File: src/cmprs_pkg.sv
// shared types for the pixel fetch front end; mode codes 5 and 6 are unused and fall back to 384
package cmprs_pkg;

    localparam int buf_addr_w = 12; // 4 pages of 1 KiB
    localparam int page_w     = 2;  // page number field, top of buffer address

    // converter type, matches the compressor mode register
    typedef enum logic [2:0] {
        COLOR18 = 3'd0,             // 4:2:0 from 18x18 overlapping tiles
        COLOR20 = 3'd1,             // 20x20 padded tiles
        MONO16  = 3'd2,             // 16x16 mono, colour blocks zeroed later
        JP4     = 3'd3,             // jp4 16x16
        JP4DIFF = 3'd4,             // jp4 with differential blocks
        MONO8   = 3'd7              // plain mono 8x8
    } cmprs_mode_e;

    // macroblock sequencer states
    typedef enum logic [1:0] {
        IDLE  = 2'd0,               // nothing in flight
        START = 2'd1,               // command latched, ack up
        RUN   = 2'd2                // macroblock running, waiting for pre_end
    } seq_state_e;

    // cycles spent per macroblock by the slowest later stage
    function automatic logic [8:0] mb_period(input cmprs_mode_e mode);
        case (mode)
            COLOR18: return 9'd384; // 6 blocks of 64
            COLOR20: return 9'd400; // bound by the 20x20 padded read
            MONO16:  return 9'd384; // still 6 blocks, 2 of them empty
            JP4:     return 9'd256; // 4 blocks, exact
            JP4DIFF: return 9'd256;
            MONO8:   return 9'd64;  // single block
            default: return 9'd384;
        endcase
    endfunction

endpackage
File: src/cmprs_mb_sequencer.sv
// four-phase req/ack intake; a command is only taken after mb_pre_end of the one in flight
module cmprs_mb_sequencer (
    input  logic                         xclk,
    input  logic                         arst_n,
    input  logic                         frame_en,     // low returns to IDLE at once
    input  logic                         mb_req,       // data must be stable while high
    input  logic [cmprs_pkg::page_w-1:0] start_page,
    input  logic [6:0]                   macroblock_x,
    input  logic                         mb_pre_end,   // pacing from the pixel interface
    output logic                         mb_ack,
    output logic                         mb_pre_start, // one cycle pulse after ack rises
    output logic [cmprs_pkg::page_w-1:0] seq_page,
    output logic [6:0]                   seq_x
);
    import cmprs_pkg::*;

    seq_state_e state;
    logic       end_pending;                            // current macroblock not paced out yet
    logic       end_seen;
    logic       accept;

    assign end_seen = mb_pre_end || !end_pending;
    // new request only after the previous four-phase cycle closed
    assign accept   = mb_req && !mb_ack &&
                      ((state == IDLE) || ((state == RUN) && end_seen));

    always_ff @(posedge xclk or negedge arst_n) begin
        if (!arst_n) begin
            state        <= IDLE;
            mb_ack       <= 1'b0;
            mb_pre_start <= 1'b0;
            end_pending  <= 1'b0;
        end else if (!frame_en) begin
            state        <= IDLE;
            mb_ack       <= 1'b0;
            mb_pre_start <= 1'b0;
            end_pending  <= 1'b0;
        end else begin
            mb_pre_start <= (state == START);            // ack already up this cycle

            if (accept) begin
                mb_ack <= 1'b1;
            end else if (!mb_req) begin
                mb_ack <= 1'b0;                          // phase 4
            end

            if (state == START) begin
                end_pending <= 1'b1;
            end else if (mb_pre_end) begin
                end_pending <= 1'b0;
            end

            case (state)
                IDLE: begin
                    if (accept) begin
                        state <= START;
                    end
                end
                START: begin
                    state <= RUN;
                end
                RUN: begin
                    if (accept) begin
                        state <= START;                  // back to back, no gap
                    end else if (end_seen && !mb_ack && !mb_req) begin
                        state <= IDLE;
                    end
                end
                default: begin
                    state <= IDLE;
                end
            endcase
        end
    end

    // command payload, captured on the ack edge
    always_ff @(posedge xclk) begin
        if (accept) begin
            seq_page <= start_page;
            seq_x    <= macroblock_x;
        end
    end

endmodule

File: config.mk
export PLATFORM = sky130hd
export DESIGN_NAME = cmprs_mb_sequencer
export DESIGN_NICKNAME = d
export VERILOG_FILES = /design/src/cmprs_pkg.sv /design/src/cmprs_mb_sequencer.sv
export SDC_FILE = /design/constraint.sdc
export NUM_CORES = 1
export LEC_CHECK = 0
export ABC_CLOCK_PERIOD_IN_PS = 2500
export BUFFER_PORTS_ARGS = -buffer_cell sky130_fd_sc_hd__buf_2
export CORE_AREA = 2 2 39 41
export DETAILED_ROUTE_END_ITERATION = 7
export DIE_AREA = 0 0 41 43
export PLACE_DENSITY_LB_ADDON = 0.15
export SYNTH_ARGS = -nofsm -noshare
export SYNTH_HDL_FRONTEND = slang
export SYNTH_SLANG_ARGS = --single-unit
File: constraint.sdc
create_clock -name xclk -period 2.5 [get_ports xclk]
set_input_delay 0.25 -clock xclk [delete_from_list [all_inputs] [get_ports xclk]]
set_output_delay 0.25 -clock xclk [all_outputs]
set_load 0.02 [all_outputs]
==> results.md, run 1 <==
- Largest net degree at the start of global routing: 10
- Net Sw Frac: between 20% and 30%
- Final setup viols: 0
- Clock power share: between 20% and 30%
- H-tree levels: 1
- Yosys reg bits: 14
- Syn_area_per_cell: 17.7 sq um
- Cell taking the most area after synthesis: edfxtp_1
- CTS Buf Count: 3
- Mapped Cells: 28
- Commonest cells in the synthesized netlist: edfxtp_1 (9), dfrtp_1 (5), nor2b_1 (3)
- Antenna diodes: 0
- Worst slew margin relative to its limit: 74.1%
- Fillers: about 140
- Synth area leaders: edfxtp_1 (55%), dfrtp_1 (25%), nor2b_1 (3.8%), and3b_1 (3.5%), and4b_1 (2.0%)
- Synth unique cells: 13
- DR DRC count: 0
- Placed cell area: roughly 640 sq um
- Psw: 0.105 mW
- Boundary pin count: 25
- Port buffer count: 24
- Status: finished clean
- Post-CTS setup buffer count: 0
- Post-Route Skew: around 0.005 ns
- Pre-CTS setup slack: 1.11 ns
- Yosys Warn Count: 0
- Seq pwr share: 60.0%
- Syn nets: 42
- Clock Path Buffers: 2
- Achievable frequency: a little over 700 MHz
- Critical Path Start Type: register
- CTS tree: built
- Die Area: 0.00176 sq mm
- FF/Latch Area: 395 sq um
- CP Buf/Inv Count: 0
- Multi-input logic area: 96.3 sq um
- Post-route cell area: 672 sq um
- Pwr per Cell Area: between 600 and 700 mW/mm^2
- Clock Latency Late Sink: 0.28 ns
- Row cnt: 14
- Worst Setup End Kind: register
- Crit path required time: about 2.4 ns
- Post-synth top flop: edfxtp_1
- 1st-iter DRT viols: 1
- Layout cells sized above 1: 49.1%
- Drt wl/cell: around 13 um
- Most instantiated library cell after synthesis: edfxtp_1
- Area growth from synthesis to layout: 35.6%
- Max-cap violations: 0
- Min cycle time layout: 1.39 ns
- Flop-to-flop setup slack: 1.11 ns
- Sequential area share after synthesis: 79.8%
- Final ANT Viol Nets: 0
- Pleak: around 0.33 nW
- Die Wd: 41 um
- Clk sink count: 14
- Slowest stage cell, crit path: and3b_1
- Yosys top cell area share: between 50% and 60%
- Async S/R FF share, synth: a little over a third
- WL final: 918 um
- Crit Path Max Fanout: 9
- First-pass GRT wire length: 1400 um
- Worst vdd ir: 237 uV
- Final Cycle Share: between 50% and 60%
- Vias in the first global route: 296
- 1st-pass router iterations: 2
- Drt via density: 4.56
- RSZ-0062 raised after global routing: false
- Most used cell, CP: and3b_1
- Tightest Pin Transition: 0.388 ns
- Final Max Slew Viols: 0
- Final net count: 72
- Worst min path class: input port to register
- Synth Cell Area: about 500 sq um
- Vias after detailed routing: ~330
- CTS root buffer: clkbuf_4
- GR Util All Layers: between 10 and 15%
- Core area: 0.00138 sq mm
- Crit path DAT: ~1.3 ns
- Post-synth EDFFs: 9
- Final GP Congestion: 0.620
- P_int: 0.340 mW
- Initial antenna violation count: 0
- Worst-path clk slew: around 0.080 ns
- Chip height: 43 um
- TNS Setup: 0 ns
- Setup CP Type: register to register
- Fin. Hold Viols: 0
- Slowest stage delay, CP: 0.45 ns
- Total gr overflow: 0
- Final worst slack: ~1.1 ns
- Initial Util: 35.8%
- Logic pwr share: 11.2%
- Critical Path, Cell by Cell: and3b_1 > and3b_1
- Crit-path leading delay family: simple AND/OR/NAND/NOR gates
-- path summary, 6_finish.rpt --
kind                       depth (start not counted)       startpoint      endpoint
max                                                2         state[1]      seq_x[4]
min                                                1  macroblock_x[3]      seq_x[3]
max reg2reg                                        2         state[1]      seq_x[4]
min reg2reg                                        1         state[0]        mb_ack
max in group asynchronous                          2           arst_n      state[0]
min in group asynchronous                          2           arst_n  mb_pre_start
-- worst reg2reg max path: stages, from the launching register on --
cell and delay, ns:
dfrtp_1 0.41, and3b_1 0.20, and3b_1 0.45
-- through the flow --
step / cells / utilization (%) / power [mW] / hold slack (ns)
detailed placement: 68 / 45.9 / 0.321 / 0.0730
finish: 73 / 48.6 / 0.444 / 0.145
global route: 73 / 48.6 / 0.467 / 0.131
floorplan: 28 / - / 0.296 / -0.0456
global placement: 68 / 45.9 / 0.320 / 0.0741
CTS: 73 / 48.6 / 0.451 / 0.134
-- power groups by stage --
stage	combinational [mW]	sequential [mW]	clock, mW
2_1_floorplan	0.0109	0.285	0
3_3_place_gp	0.0487	0.272	0
3_5_place_dp	0.0494	0.272	0
4_1_cts	0.0506	0.267	0.134
5_1_grt	0.0550	0.269	0.143
6_report	0.0498	0.267	0.128
-- cells in the final DEF (no fill, tap or decap) --
master	count
and4b_1	1
a221oi_1	1
inv_1	1
clkbuf_4	3
nor2b_1	3
and2_2	1
o21a_1	1
edfxtp_1	9
buf_2	24
dlygate4sd3_1	1
clkinv_1	1
and3b_1	2
xor2_1	1
dfrtp_1	5
nor2_1	1
nand2_1	1
o311a_1	1
-- routing by layer --
layer	global-route usage [%]	routed length (um)	vias up	part of all wire, %
met3	3.14	68	2	7.4
met2	16.9	439	18	48
met1	17.4	391	151	43
met4	8.00	18	0	2.0
li1	-	-	162	-
met5	0	0	-	0
-- final cells by class --
cell class / count / share of cell area (%)
Clock inverter: 1 / 0.559
Tap cell: 16 / 2.98
Clock buffer: 3 / 3.35
Timing Repair Buffer: 25 / 19.4
Inverter: 1 / 0.559
Multi-Input combinational cell: 13 / 14.3
Sequential cell: 14 / 58.8
-- flip-flops by register name, indices dropped and copies added (netlist names) --
| signal | flops |
|---|---|
| mb_pre_start | 1 |
| end_pending | 1 |
| state | 2 |
| mb_ack | 1 |
| seq_x | 7 |
| seq_page | 2 |
-- logic make-up (layout without fill, tap and decap cells) --
kind of cell / after synthesis / in the layout / share of synthesized area [%]
buf+inv: 1 / 30 / 0.757
simple gates: 9 / 9 / 12.4
flops: 14 / 14 / 79.8
compound gates: 3 / 3 / 5.30
xor+xnor: 1 / 1 / 1.77
-- timing repair --
item	in CTS	in global routing
endpoints found under the hold margin	5	0
hold buffers	1	0
resized for setup	0	0
Note: power is estimated with default switching activity, not from simulation.
==> run 2: changes to the inputs <==
--- a/config.mk
+++ b/config.mk
@@ -5,7 +5,7 @@
 export SDC_FILE = /design/constraint.sdc
 export NUM_CORES = 1
 export LEC_CHECK = 0
-export ABC_CLOCK_PERIOD_IN_PS = 2500
+export ABC_CLOCK_PERIOD_IN_PS = 1400
 export BUFFER_PORTS_ARGS = -buffer_cell sky130_fd_sc_hd__buf_2
 export CORE_AREA = 2 2 39 41
 export DETAILED_ROUTE_END_ITERATION = 7
==> constraint.sdc (replaced) <==
create_clock -name xclk -period 1.4 [get_ports xclk]
set_input_delay 0.14 -clock xclk [delete_from_list [all_inputs] [get_ports xclk]]
set_output_delay 0.14 -clock xclk [all_outputs]
set_load 0.02 [all_outputs]
==> run 2 against run 1 <==
  * Wire length decreased by 7.4%
  * Sequential power is 78% higher
  * Worst setup slack lost 0.97 ns
  * Clock power grew 77%
  * Critical path depth increased by 1
==> results.md, run 2 (synthesis results as in run 1) <==
- Row cnt: 14 (unchanged)
- 1st-pass router iterations: 2 (unchanged)
- Worst r2r src: state[1]
- Pwr per Cell Area: 1160 mW/mm^2 (+75%)
- Clock Latency Late Sink: 0.27 ns (about the same)
- Tightest Pin Transition: 0.211 ns (-0.177 ns)
- Placed cells: 69 (+1.5%)
- Boundary pin count: 25 (unchanged)
- Antenna diodes: 0 (unchanged)
- CTS root buffer: clkbuf_4
- Most used cell, CP: and3b_1
- Most frequent cells in the layout: buf_2 (24), edfxtp_1 (9), dfrtp_1 (5), nor2b_1 (3), clkbuf_4 (3)
- Min cycle time layout: 1.26 ns (-0.135 ns)
- Crit path DAT: 1.25 ns (-0.08 ns)
- Worst-path clk slew: 0.08 ns (about the same)
- Cts-stage hold buffer count: 1 (unchanged)
- Worst R2R End: seq_page[0]
- Largest registers: seq_x x7, seq_page x2, state x2
- 1st-iter DRT viols: 2 (+1)
- Largest register FFs: 7 (unchanged)
- Status: finished clean
- Total gr overflow: 0 (unchanged)
- Critical Path Stages: 3 (+1)
- Final std cells w/o fill: 74 (+1.4%)
- Final Max Slew Viols: 0 (unchanged)
- Layout cells sized above 1: 50.0% (+0.88 points)
- Total power: 0.800 mW (+80%)
- Largest net degree at the start of global routing: 10 (unchanged)
- Drt wl/cell: 11.5 um (-8.7%)
- FF/Latch Area: 395 sq um (unchanged)
- Flop-to-flop setup slack: 0.14 ns (-0.97 ns)
- Multi-input logic area: 96.3 sq um (unchanged)
- Final net count: 73 (+1.4%)
- Final setup viols: 0 (unchanged)
- Fin. Hold Viols: 0 (unchanged)
- CTS tree: built
- Critical Path Start Type: register
- Slowest stage cell, crit path: dfrtp_1
- Port buffer count: 24 (unchanged)
- First-pass GRT wire length: 1250 um (-11%)
- Die Wd: 41 um (unchanged)
- Post-CTS setup buffer count: 0 (unchanged)
- Hold Path Cell Cnt: 1 (unchanged)
- Die Area: 0.00176 sq mm (unchanged)
- Setup CP Type: register to register
- Final GP Congestion: 0.638 (+2.9%)
- Most common cell after layout, fill and taps aside: buf_2
- Worst slew margin relative to its limit: 85.9% (+12 points)
- CTS Buf Count: 3 (unchanged)
- Worst Setup End Kind: register
- Chip height: 43 um (unchanged)
- Core area: 0.00138 sq mm (unchanged)
- Largest register by flop count: seq_x
- GR Util All Layers: 11.1% (-1.4 points)
- Final ANT Viol Nets: 0 (unchanged)
- Worst Hold End: seq_x[6]
- RSZ-0062 raised after global routing: false
- Area growth from synthesis to layout: 39.6%
- Post_cts resized: 0 (unchanged)
- DR DRC count: 0 (unchanged)
- Achievable frequency: 794 MHz (+11%)
- Dpl hpwl: 640 um
- Critical Path, Cell by Cell: and3b_1 > and3b_1 > buf_12
- Final Core Density: 50.0% (+1.4 points)
- Slowest stage delay, CP: 0.41 ns (-0.04 ns)
- Cells on worst reg2reg path: 3 (+1)
- Crit Path Max Fanout: 9 (unchanged)
- Post-Route Skew: 0.00383 ns (-0.00117 ns)
- WL final: 850 um (-7.4%)
- Worst vdd ir: 598 uV (+150%)
- CP Buf/Inv Count: 1 (+1)
- Drt via density: 4.39 (-3.7%)
- Clk sink count: 14 (unchanged)
- Vias after detailed routing: 325 (-2.4%)
- Pleak: 0.337 nW (+2.7%)
- Crit-path leading delay family: simple AND/OR/NAND/NOR gates
- Initial Util: 35.8% (unchanged)
- Crit path required time: 1.40 ns (-1.04 ns)
- Final Cycle Share: 89.9% (+34 points)
- H-tree levels: 1 (unchanged)
- Fillers: 125 (-8.8%)
- Initial antenna violation count: 0 (unchanged)
- Clock Path Buffers: 2 (unchanged)
- Max-cap violations: 0 (unchanged)
- Worst min path class: input port to register
- Vias in the first global route: 292 (-1.4%)
- Hold path startpoint: macroblock_x[6]
- TNS Setup: 0 ns (unchanged)
-- run 2: area by class of cell --
cell class,count,share of cell area (%)
multi-input combinational,13,13.9
timing repair buffer,26,21.7
clock buffer,3,3.25
sequential,14,57.1
clock inverter,1,0.542
inverter,1,0.542
tap,16,2.89
-- run 2: power by group --
group | switching (mW) | total, mW | internal, mW
Clock | 0.123 | 0.226 | 0.103
Sequential | 0.00887 | 0.476 | 0.467
Combinational | 0.0538 | 0.0982 | 0.0444
Total | 0.185 | 0.800 | 0.615
-- run 2: through the flow --
step	instance area, sq um	setup WS [ns]	hold slack [ns]
after detailed placement	656	0.144	-0.0384
after floorplan	495	0.117	-0.156
after global routing	692	0.107	0.0211
after global placement	656	0.156	-0.0359
after CTS	692	0.136	0.0268
final	692	0.141	0.0359
-- run 2: worst register-to-register path, delay by kind of cell, from the launching register on --
| family | cells | cell delay [ns] |
|---|---|---|
| and+or+nand+nor | 2 | 0.44 |
| DFF | 1 | 0.41 |
| buffers and inverters | 1 | 0.13 |
-- run 2: worst max path at each step --
stage,from,to
after floorplan,state[1],seq_page[0]
after global placement,state[1],seq_x[3]
after detailed placement,state[1],seq_x[3]
after CTS,state[1],seq_page[0]
after global routing,state[1],seq_page[0]
final,state[1],seq_page[0]
-- run 2: per-layer routing --
layer	global-route usage (%)	vias up	routed length, um
met4	6.00	0	0
met1	12.5	148	358
met2	16.9	13	446
met5	0	-	0
li1	-	164	-
met3	4.71	0	45
