[src/cmprs_pkg.sv]
// shared types for the pixel fetch front end; mode codes 5 and 6 are unused and fall back to 384
package cmprs_pkg;

    localparam int buf_addr_w = 12; // 4 pages of 1 KiB
    localparam int page_w     = 2;  // page number field, top of buffer address

    // converter type, matches the compressor mode register
    typedef enum logic [2:0] {
        COLOR18 = 3'd0,             // 4:2:0 from 18x18 overlapping tiles
        COLOR20 = 3'd1,             // 20x20 padded tiles
        MONO16  = 3'd2,             // 16x16 mono, colour blocks zeroed later
        JP4     = 3'd3,             // jp4 16x16
        JP4DIFF = 3'd4,             // jp4 with differential blocks
        MONO8   = 3'd7              // plain mono 8x8
    } cmprs_mode_e;

    // macroblock sequencer states
    typedef enum logic [1:0] {
        IDLE  = 2'd0,               // nothing in flight
        START = 2'd1,               // command latched, ack up
        RUN   = 2'd2                // macroblock running, waiting for pre_end
    } seq_state_e;

    // cycles spent per macroblock by the slowest later stage
    function automatic logic [8:0] mb_period(input cmprs_mode_e mode);
        case (mode)
            COLOR18: return 9'd384; // 6 blocks of 64
            COLOR20: return 9'd400; // bound by the 20x20 padded read
            MONO16:  return 9'd384; // still 6 blocks, 2 of them empty
            JP4:     return 9'd256; // 4 blocks, exact
            JP4DIFF: return 9'd256;
            MONO8:   return 9'd64;  // single block
            default: return 9'd384;
        endcase
    endfunction

endpackage
[src/cmprs_pixel_buf_iface.sv]
// configuration must stay static during a frame; each macroblock row must fit the page it starts in
module cmprs_pixel_buf_iface #(
    parameter int preend_early      = 6,   // mb_pre_end lead before the period ends
    parameter int release_early     = 16,  // page release lead before the period ends
    parameter int buf_extra_latency = 0    // register layers inside the buffer read path
) (
    input  logic                             xclk,
    input  logic                             arst_n,
    input  logic                             frame_en,       // low stops everything at once
    input  logic [7:0]                       buf_di,
    input  cmprs_pkg::cmprs_mode_e           converter_type,
    input  logic [5:0]                       mb_w_m1,        // macroblock width - 1
    input  logic [5:0]                       mb_h_m1,        // macroblock height - 1
    input  logic [1:0]                       tile_width,     // 16 << tile_width
    input  logic                             tile_col_width, // 0: 16, 1: 32
    input  logic                             mb_pre_start,   // one cycle before first address
    input  logic [cmprs_pkg::page_w-1:0]     start_page,
    input  logic [6:0]                       macroblock_x,   // left pixel, relative to start page
    output logic [cmprs_pkg::buf_addr_w-1:0] buf_ra,
    output logic [1:0]                       buf_rd,         // {regen, re}
    output logic                             mb_pre_end,
    output logic                             mb_release_buf,
    output logic [7:0]                       data_out,
    output logic                             pre_first_out,
    output logic                             data_valid
);
    import cmprs_pkg::*;

    localparam int off_w = buf_addr_w - page_w;          // offset inside a page
    localparam int dv_bit = buf_extra_latency + 3;       // data_valid tap of the re chain

    logic [dv_bit:0]              buf_re;                // re pipeline, bit 0 drives the buffer
    logic [dv_bit-1:0]            first_sr;              // first address marker pipeline
    logic [page_w-1:0]            page;                  // steps at each tile border
    logic [off_w-1:0]             buf_off;
    logic [buf_addr_w-1:0]        row_sa;                // current row start {page, offset}
    logic [off_w-1:0]             tile_sa;               // row start inside any later tile
    logic [off_w-1:0]             col_inc;               // jump to next tile column
    logic [5:0]                   cols_left;
    logic [5:0]                   rows_left;
    logic [6:0]                   tile_x;                // unused msbs held at one
    logic [4:0]                   column_x;              // unused msb held at one
    logic [8:0]                   period_cntr;
    logic [6:0]                   tile_or;
    logic [4:0]                   col_or;
    logic [1:0]                   tile_skip;             // whole tiles left of macroblock_x
    logic [page_w-1:0]            page0;
    logic [6:0]                   x_in_tile;
    logic [2:0]                   start_col;
    logic [4:0]                   x_in_col;
    logic [off_w-1:0]             col_w;
    logic [off_w-1:0]             col_stride;            // bytes per tile column
    logic [off_w-1:0]             start_off;
    logic [off_w-1:0]             next_row_off;
    logic                         row_end;
    logic                         run_end;

    assign tile_or      = 7'h70 << tile_width;           // 16:70 32:60 64:40 128:00
    assign col_or       = tile_col_width ? 5'h00 : 5'h10;
    assign col_w        = tile_col_width ? 10'd32 : 10'd16;
    assign col_stride   = ({4'd0, mb_h_m1} + 10'd1) << (tile_col_width ? 5 : 4);
    assign x_in_tile    = macroblock_x & ~tile_or;
    assign x_in_col     = macroblock_x[4:0] & ~col_or;
    assign start_col    = tile_col_width ? {1'b0, x_in_tile[6:5]} : x_in_tile[6:4];
    assign start_off    = {7'd0, start_col} * col_stride + {5'd0, x_in_col};
    assign page0        = start_page + tile_skip;        // wraps over 4 pages
    assign next_row_off = row_sa[off_w-1:0] + col_w;
    assign row_end      = (cols_left == 6'd0);
    assign run_end      = buf_re[0] && row_end && (rows_left == 6'd0);

    assign buf_ra        = {page, buf_off};
    assign buf_rd        = buf_re[1:0];
    assign data_valid    = buf_re[dv_bit];               // +3 after address incl. output reg
    assign pre_first_out = first_sr[dv_bit-1];           // one cycle ahead of data_valid

    always_comb begin
        case (tile_width)
            2'd0:    tile_skip = macroblock_x[5:4];
            2'd1:    tile_skip = macroblock_x[6:5];
            2'd2:    tile_skip = {1'b0, macroblock_x[6]};
            default: tile_skip = 2'd0;                   // 128 wide, never leaves the page
        endcase
    end

    // address walker, row by row, left to right
    always_ff @(posedge xclk) begin
        if (mb_pre_start) begin
            page      <= page0;
            buf_off   <= start_off;
            row_sa    <= {page0, start_off};
            tile_sa   <= '0;
            col_inc   <= col_stride - col_w + 10'd1;     // skip rest of the column height
            cols_left <= mb_w_m1;
            rows_left <= mb_h_m1;
            tile_x    <= macroblock_x | tile_or;
            column_x  <= macroblock_x[4:0] | col_or;
        end else if (buf_re[0]) begin
            if (row_end) begin
                page                <= row_sa[buf_addr_w-1:off_w]; // back to first tile
                buf_off             <= next_row_off;
                row_sa[off_w-1:0]   <= next_row_off;
                tile_sa             <= tile_sa + col_w;
                cols_left           <= mb_w_m1;
                rows_left           <= rows_left - 6'd1;
                tile_x              <= macroblock_x | tile_or;
                column_x            <= macroblock_x[4:0] | col_or;
            end else begin
                cols_left <= cols_left - 6'd1;
                tile_x    <= (tile_x + 7'd1) | tile_or;
                column_x  <= (column_x + 5'd1) | col_or;
                if (&tile_x) begin
                    page    <= page + 1'b1;              // next tile lives in next page
                    buf_off <= tile_sa;
                end else if (&column_x) begin
                    buf_off <= buf_off + col_inc;
                end else begin
                    buf_off <= buf_off + 10'd1;
                end
            end
        end
        if (buf_re[dv_bit-1]) begin
            data_out <= buf_di;                          // byte from the last buffer stage
        end
    end

    // read pipeline and pacing, frame_en acts as a synchronous clear
    always_ff @(posedge xclk or negedge arst_n) begin
        if (!arst_n) begin
            buf_re         <= '0;
            first_sr       <= '0;
            period_cntr    <= '0;
            mb_pre_end     <= 1'b0;
            mb_release_buf <= 1'b0;
        end else if (!frame_en) begin
            buf_re         <= '0;
            first_sr       <= '0;
            period_cntr    <= '0;
            mb_pre_end     <= 1'b0;
            mb_release_buf <= 1'b0;
        end else begin
            if (mb_pre_start) begin
                buf_re[0] <= 1'b1;
            end else if (run_end) begin
                buf_re[0] <= 1'b0;
            end
            buf_re[dv_bit:1] <= buf_re[dv_bit-1:0];
            first_sr         <= {first_sr[dv_bit-2:0], mb_pre_start};
            if (mb_pre_start) begin
                period_cntr <= mb_period(converter_type) - 9'd1;
            end else if (period_cntr != 9'd0) begin
                period_cntr <= period_cntr - 9'd1;
            end
            mb_pre_end     <= (period_cntr == 9'(preend_early + 2));  // P-early-1 after start
            mb_release_buf <= (period_cntr == 9'(release_early + 2));
        end
    end

endmodule

[config.mk]
export PLATFORM = sky130hd
export DESIGN_NAME = cmprs_pixel_buf_iface
export DESIGN_NICKNAME = d
export VERILOG_FILES = /design/src/cmprs_pkg.sv /design/src/cmprs_pixel_buf_iface.sv
export SDC_FILE = /design/constraint.sdc
export NUM_CORES = 1
export LEC_CHECK = 0
export ABC_AREA = 1
export BUFFER_PORTS_ARGS = -buffer_cell sky130_fd_sc_hd__buf_2
export CAP_MARGIN = 30
export CORE_UTILIZATION = 40
export CTS_CLUSTER_SIZE = 40
export DETAILED_ROUTE_END_ITERATION = 12
export PLACE_DENSITY_LB_ADDON = 0.1
export SYNTH_ARGS = -nofsm -noshare
export SYNTH_HDL_FRONTEND = slang
export SYNTH_SLANG_ARGS = --single-unit
export TNS_END_PERCENT = 5
[constraint.sdc]
create_clock -name xclk -period 2.2 [get_ports xclk]
set_input_delay 0.11 -clock xclk [delete_from_list [all_inputs] [get_ports xclk]]
set_output_delay 0.11 -clock xclk [all_outputs]
set_load 0.02 [all_outputs]
==> flow_summary.yaml, run 1 <==
synthesis:
  syn_nets: 693
  async_flop_share_pct: 20.9
  synth-seq-cells: 86
  ys_types: 46
  synth_top_area_share_pct: 34.5
  synth_top_area_cell: "edfxtp_1"
  ys.warnings.count: 0
  synth_edf_count: 62
  avgSynthCellArea_sq_um: 8.72
  yosys-top-cells-area: "edfxtp_1 (34%), dfrtp_1 (8.3%), nand2_1 (8.3%)"
  synth_area_sq_mm: 0.00540
  synthFlopType: "edfxtp_1"
  syn_inst: 619
  seq_area_frac_synth_pct: 45.0
cells_and_area:
  finalCoreUtilization_pct: 52.4
  final_cell_mix: "nand2_1 (115), inv_1 (89), edfxtp_1 (62), buf_2 (62), buf_4 (61)"
  final_cell_area_sq_mm: 0.00691
  final_common_cell: "nand2_1"
  layout.nets: 824
  fill_cells: 1231
  diodes: 0
  drive_gt1_share_pct: 27.7
  synthToLayoutAreaGrowth_pct: 27.9
global_routing:
  grt_start_max_net_pins: 36
  top_usage_layer: "met2"
  track_usage_pct: 19.8
  use_met3_pct: 3.09
  grt-ovfl-total: 0
  grt_pass1_wl_um: 21600
  antenna_found_initial: 0
  gr-usage-met1_pct: 25.1
  use_met2_pct: 34.2
  first_global_vias: 4538
critical_path:
  cp_max_fo: 3
  required_ps: 2300
  cpMostUsedCell: "nand2_2"
  critical_path.endpoint_type: "register"
  crit_buf_inv: 4
  arrival_ps: 2710
  r2r-start: "column_x[1]$_DFFE_PP_"
  path_class: "in2reg"
  cpPeakStageDelay_ps: 430
  critPathSlowestCell: "fa_1"
  start_kind: "primary input"
  crit_start: "mb_h_m1[1]"
  worstPathCellList: "buf_8 -> ha_4 -> xor2_4 -> or2_4 -> o21ai_4 -> inv_2 -> nand2_2 -> fa_1 -> inv_2 -> ha_4 -> ha_4 -> nand2_4 -> nand2_2 -> a21o_2 -> o21ai_2 -> nand2_2 -> inv_2 -> nand2_2 -> nand2_1 -> nand2_1 -> nand3_2 -> nand2_1"
  r2r_slack_ps: -180
  cpLargestDelayFamily: "adder cells"
clocking:
  cts_root_buf: "clkbuf_16"
  ctsLongestPathBuffers: 2
  cts_made_buffers: 9
  clk_latency_ps: 360
  cts.clk_slew.worst_paths_ps: 80
  cts_sinks: 86
  htree_levels: 3
  tritoncts: "built"
detailed_routing:
  drcViolationCount: 0
  dr.pass1.iters: 4
  avgViaCountPerCell: 4.88
  via_count: 4546
  postRouteAntennaNets: 0
  routedWlPerCell_um: 14.0
  first_iter_violations: 199
  routed_wl_um: 13100
power:
  power_density_mw_per_mm2: 698
  power.leakage_uw: 0.00331
  ir_worst_vdd_v: 0.000323
floorplan:
  die_h_um: 118
  coreArea_sq_mm: 0.0132
  die_w_um: 118
  die-area_sq_mm: 0.0140
  pin_count: 65
  num_rows: 42
  initial_utilization_pct: 40.9
placed_design:
  pre_cts_ws_ps: -912
  io_buffers: 64
  placed_area_sq_mm: 0.00637
  gp_congestion: 0.828
  dp_hpwl_um: 9980
outcome:
  outcome: "finished with violations"
  failed_checks: "setup timing"
sta:
  final.setup.tns_ps: -1950
  fin_hold_ws_ps: 35.3
  worst_slew_pin_slew_ps: 607
  clock_skew_ps: 14.0
  setup_viol: 9
  fmax_mhz: 384
  hold_violations: 0
  slew_violations: 0
  grt_setup_unrepaired: "true"
  post-route-period-util_pct: 118
  post-route-min-period_ps: 2610
  slew_headroom_pct: 59.4
  setup_ws_ps: -406
hold_path:
  min-delay-path-class: "in2reg"
  min_from: "mb_w_m1[3]"
job:
  maxCapViolCount: 0
-- final timing paths --
kind / to / depth (start not counted)
worst max-delay path: buf_off[9]$_DFFE_PP_ / 22
worst min-delay path: cols_left[3]$_DFFE_PP_ / 3
worst max register to register: buf_off[9]$_DFFE_PP_ / 15
worst min register to register: first_sr[2]$_DFF_PN0_ / 2
max in group asynchronous: mb_release_buf$_DFF_PN0_ / 2
min in group asynchronous: buf_re[2]$_DFF_PN0_ / 2
-- tightest hold or removal path: cells and delay by family --
kind | cells | cell delay [ps]
buffers and inverters | 1 | 80
and+or+nand+nor | 2 | 100
-- power breakdown --
part           switching [uW]  internal (uW)  total [uW]  leakage (uW)
combinational             632            482        1110       0.00226
sequential                120           1960        2080      0.000894
clock                     719            908        1630      0.000151
-- layer usage --
metal,vias to the layer above,wire length (um)
met4,0,165
met1,2145,6060
met5,-,0
met3,15,446
met2,71,6390
li1,2315,-
-- cells by family (layout without fill, tap and decap cells) --
kind of cell	after synthesis	in the layout	share of synthesized area [%]
xor gates and xnor gates	31	31	5.03
buffers and inverters	113	249	9.18
AOI/OAI and AO/OA	92	92	10.1
and+or+nand+nor	262	262	21.8
DFF	86	86	45.0
adders and majority gates	35	35	8.80
-- sequential cells by signal, indices dropped and copies added, names as in the netlist --
signal / cells
tile_x: 7
buf_off: 10
col_inc: 6
rows_left: 6
row_sa: 12
page: 2
mb_pre_end: 1
cols_left: 6
column_x: 5
tile_sa: 6
period_cntr: 9
mb_release_buf: 1
first_sr: 3
data_out: 8
buf_re: 4
-- Yosys cell counts, types with 6 or more instances --
library cell / number
dfxtp_1: 6
nand2_2: 12
nor3_1: 7
or2_2: 6
inv_1: 94
nand2_1: 119
ha_1: 30
xor2_1: 20
a21oi_1: 29
xnor2_1: 11
nand4_1: 9
edfxtp_1: 62
dfrtp_1: 18
a31oi_1: 6
nor2_1: 59
o21ai_0: 33
nand3_1: 35
-- area by class of cell --
class                   instances  area [sq um]  area share [%]
multi-input cells             420          2650            38.3
inverters                      97           367            5.31
flip-flops and latches         86          2430            35.2
repair buffers                136           925            13.4
well taps                     176           220            3.19
clock buffers                   9           225            3.26
clock inverters                 7          91.3            1.32
-- stage by stage --
step                      std cells  power, uW
final                           931       4820
after global routing            931       5070
after CTS                       931       4840
after detailed placement        905       3180
after global placement          905       3160
after floorplan                 619       2780
-- what timing repair did --
item                                    in CTS  in global routing
pin swaps                                    7                  3
setup buffers                                2                  0
gates resized for setup                     15                 20
hold buffers                                 9                  0
endpoints found under the setup margin      10                 12
cloned                                       0                  0
hold endpoints to repair                    26                  0
Power figures use the tool's default switching activity.
==> run 2: changes to the inputs <==
--- a/config.mk
+++ b/config.mk
@@ -11,7 +11,6 @@
 export CORE_UTILIZATION = 40
 export CTS_CLUSTER_SIZE = 40
 export DETAILED_ROUTE_END_ITERATION = 12
-export PLACE_DENSITY_LB_ADDON = 0.1
 export SYNTH_ARGS = -nofsm -noshare
 export SYNTH_HDL_FRONTEND = slang
 export SYNTH_SLANG_ARGS = --single-unit
==> run 2 against run 1 <==
Effect of this change:
- the flow still finishes with violations (setup timing)
- combinational power hardly changed
- core utilization hardly changed
- clock skew is 6.8 ps lower
- critical path depth stayed put
- final cell count is 0.86% higher
- total power is 4.1% lower
- register-to-register slack worse by 50 ps
- die area stayed put
- global-route usage hardly changed
- first-iteration DRC count is 85% higher
- hold slack better by 29 ps
- sequential power hardly changed
- highest routed layer unchanged
==> flow_summary.yaml, run 2 (same netlist as run 1, synthesis figures left out) <==
outcome:
  outcome: "finished with violations"
  failed_checks: "setup timing"
power:
  power_density_mw_per_mm2: 670
  power.leakage_uw: 0.00330
  ir_worst_vdd_v: 0.000404
critical_path:
  cp_max_fo: 3
  required_ps: 2300
  path_class: "in2reg"
  critical_path.endpoint_type: "register"
  arrival_ps: 2720
  cpLargestDelayFamily: "adder cells"
  cpPeakStageDelay_ps: 420
  crit_buf_inv: 4
  critPathSlowestCell: "fa_1"
  worstPathCellList: "buf_8 -> ha_4 -> xor2_4 -> or2_4 -> o21ai_4 -> inv_2 -> nand2_2 -> fa_1 -> inv_2 -> ha_4 -> ha_4 -> nand2_2 -> nand2_2 -> a21o_2 -> o21ai_1 -> nand2_1 -> inv_1 -> nand2_2 -> nand2_1 -> nand2_1 -> nand3_2 -> nand2_1"
  start_kind: "primary input"
cells_and_area:
  multi_input_area_sq_mm: 0.00264
  seq_area_sq_mm: 0.00243
  final_cell_area_sq_mm: 0.00691
  fill_cells: 1247
  drive_gt1_share_pct: 27.5
  regMostFlops: "row_sa"
  final_cell_mix: "nand2_1 (116), inv_1 (91), buf_4 (68), edfxtp_1 (62), buf_2 (62)"
  largest_reg_flops: 12
  synthToLayoutAreaGrowth_pct: 28.0
  diodes: 0
  layout.nets: 832
  final_common_cell: "nand2_1"
  reg_top3: "row_sa (12), buf_off (10), period_cntr (9)"
sta:
  worst_slew_pin_slew_ps: 575
  slew_violations: 0
  fmax_mhz: 382
  hold_violations: 0
  slew_headroom_pct: 61.5
  fin_hold_ws_ps: 64.3
  post-route-period-util_pct: 119
  setup_ws_ps: -418
  grt_setup_unrepaired: "true"
  setup_viol: 9
  post-route-min-period_ps: 2620
  clock_skew_ps: 7.19
floorplan:
  die_w_um: 118
  initial_utilization_pct: 40.9
  die-area_sq_mm: 0.0140
  coreArea_sq_mm: 0.0132
  num_rows: 42
  pin_count: 65
  die_h_um: 118
detailed_routing:
  drt-met1-wl_um: 5920
  highest_layer: "met4"
  drcViolationCount: 0
  dr.pass1.iters: 5
  routed_wl_um: 13000
  routedWlPerCell_um: 13.8
  first_iter_violations: 369
  postRouteAntennaNets: 0
  avgViaCountPerCell: 4.92
  met3_length_um: 464
  via_count: 4624
  dr_wl_met2_um: 6320
clocking:
  cts_sinks: 86
  cts_made_buffers: 9
  tritoncts: "built"
  clk_latency_ps: 350
  htree_levels: 3
  ctsLongestPathBuffers: 2
  cts_root_buf: "clkbuf_16"
  cts.clk_slew.worst_paths_ps: 60
global_routing:
  grt_start_max_net_pins: 38
  grt_pass1_wl_um: 21800
  grt-ovfl-total: 0
  first_global_vias: 4673
  track_usage_pct: 19.8
  antenna_found_initial: 0
placed_design:
  io_buffers: 64
  pre_cts_ws_ps: -824
  dp_hpwl_um: 9710
  placed_area_sq_mm: 0.00634
  gp_congestion: 0.874
hold_path:
  min-delay-path-class: "in2reg"
job:
  maxCapViolCount: 0
## run 2: cell count changes in the layout (fill, tap and decap cells not counted), sizes merged
cell    delta
clkinv     +1
clkbuf     +1
inv        -1
buf        +8
bufinv     -1
## run 2: stage by stage
stage	TNS [ps]	total power [uW]	util [%]	cells
detailed placement	-5310	3160	48.1	903
floorplan	-2770	2780	-	619
finish	-2860	4630	52.4	939
global placement	-4960	3130	48.1	903
global route	-4000	4880	52.4	939
CTS	-2170	4650	51.9	938
## run 2: final timing paths
check,slack [ps],to,cells after the start,from
worst min register to register,430,mb_release_buf$_DFF_PN0_,1,period_cntr[0]$_DFFE_PN0P_
min in group asynchronous,240,period_cntr[5]$_DFFE_PN0P_,2,arst_n
max in group asynchronous,1670,period_cntr[1]$_DFFE_PN0P_,2,arst_n
worst min-delay path,60,cols_left[1]$_DFFE_PP_,3,mb_w_m1[1]
worst max register to register,-230,buf_off[8]$_DFFE_PP_,14,column_x[0]$_DFFE_PP_
worst max-delay path,-420,row_sa[9]$_DFFE_PP_,22,mb_h_m1[1]
## run 2: routing by layer
metal / vias up / GRT usage (%)
li1: 2323 / -
met1: 2168 / 25.4
met2: 116 / 33.0
met3: 17 / 4.25
met4: 0 / 6.81
met5: - / 0
## run 2: power breakdown
group | internal [uW] | leakage, uW | total (uW) | switching [uW]
registers | 1960 | 0.000894 | 2080 | 119
clock network | 773 | 0.000131 | 1410 | 636
logic | 501 | 0.00228 | 1140 | 636
## run 2: what timing repair did
action | 4_1_cts | 5_1_grt
gates resized for setup | 15 | 15
hold endpoints to repair | 26 | 0
setup buffers | 11 | 1
setup endpoints to repair | 9 | 12
hold buffers | 9 | 0
pin swaps | 7 | 5
## run 2: cell type report
class	instances	share of cell area, %
Clock buffer	10	3.31
Clock inverter	6	0.670
Inverter	97	5.30
Multi-Input combinational cell	420	38.2
Sequential cell	86	35.2
Tap cell	176	3.19
Timing Repair Buffer	144	14.2
## run 2: worst reg2reg max path, delay by kind of cell, from the launching register on
| kind | cells | cell delay, ps |
|---|---|---|
| compound gates | 1 | 70 |
| simple gates | 8 | 960 |
| buf+inv | 2 | 150 |
| fa+ha+maj | 3 | 650 |
| flops | 1 | 360 |
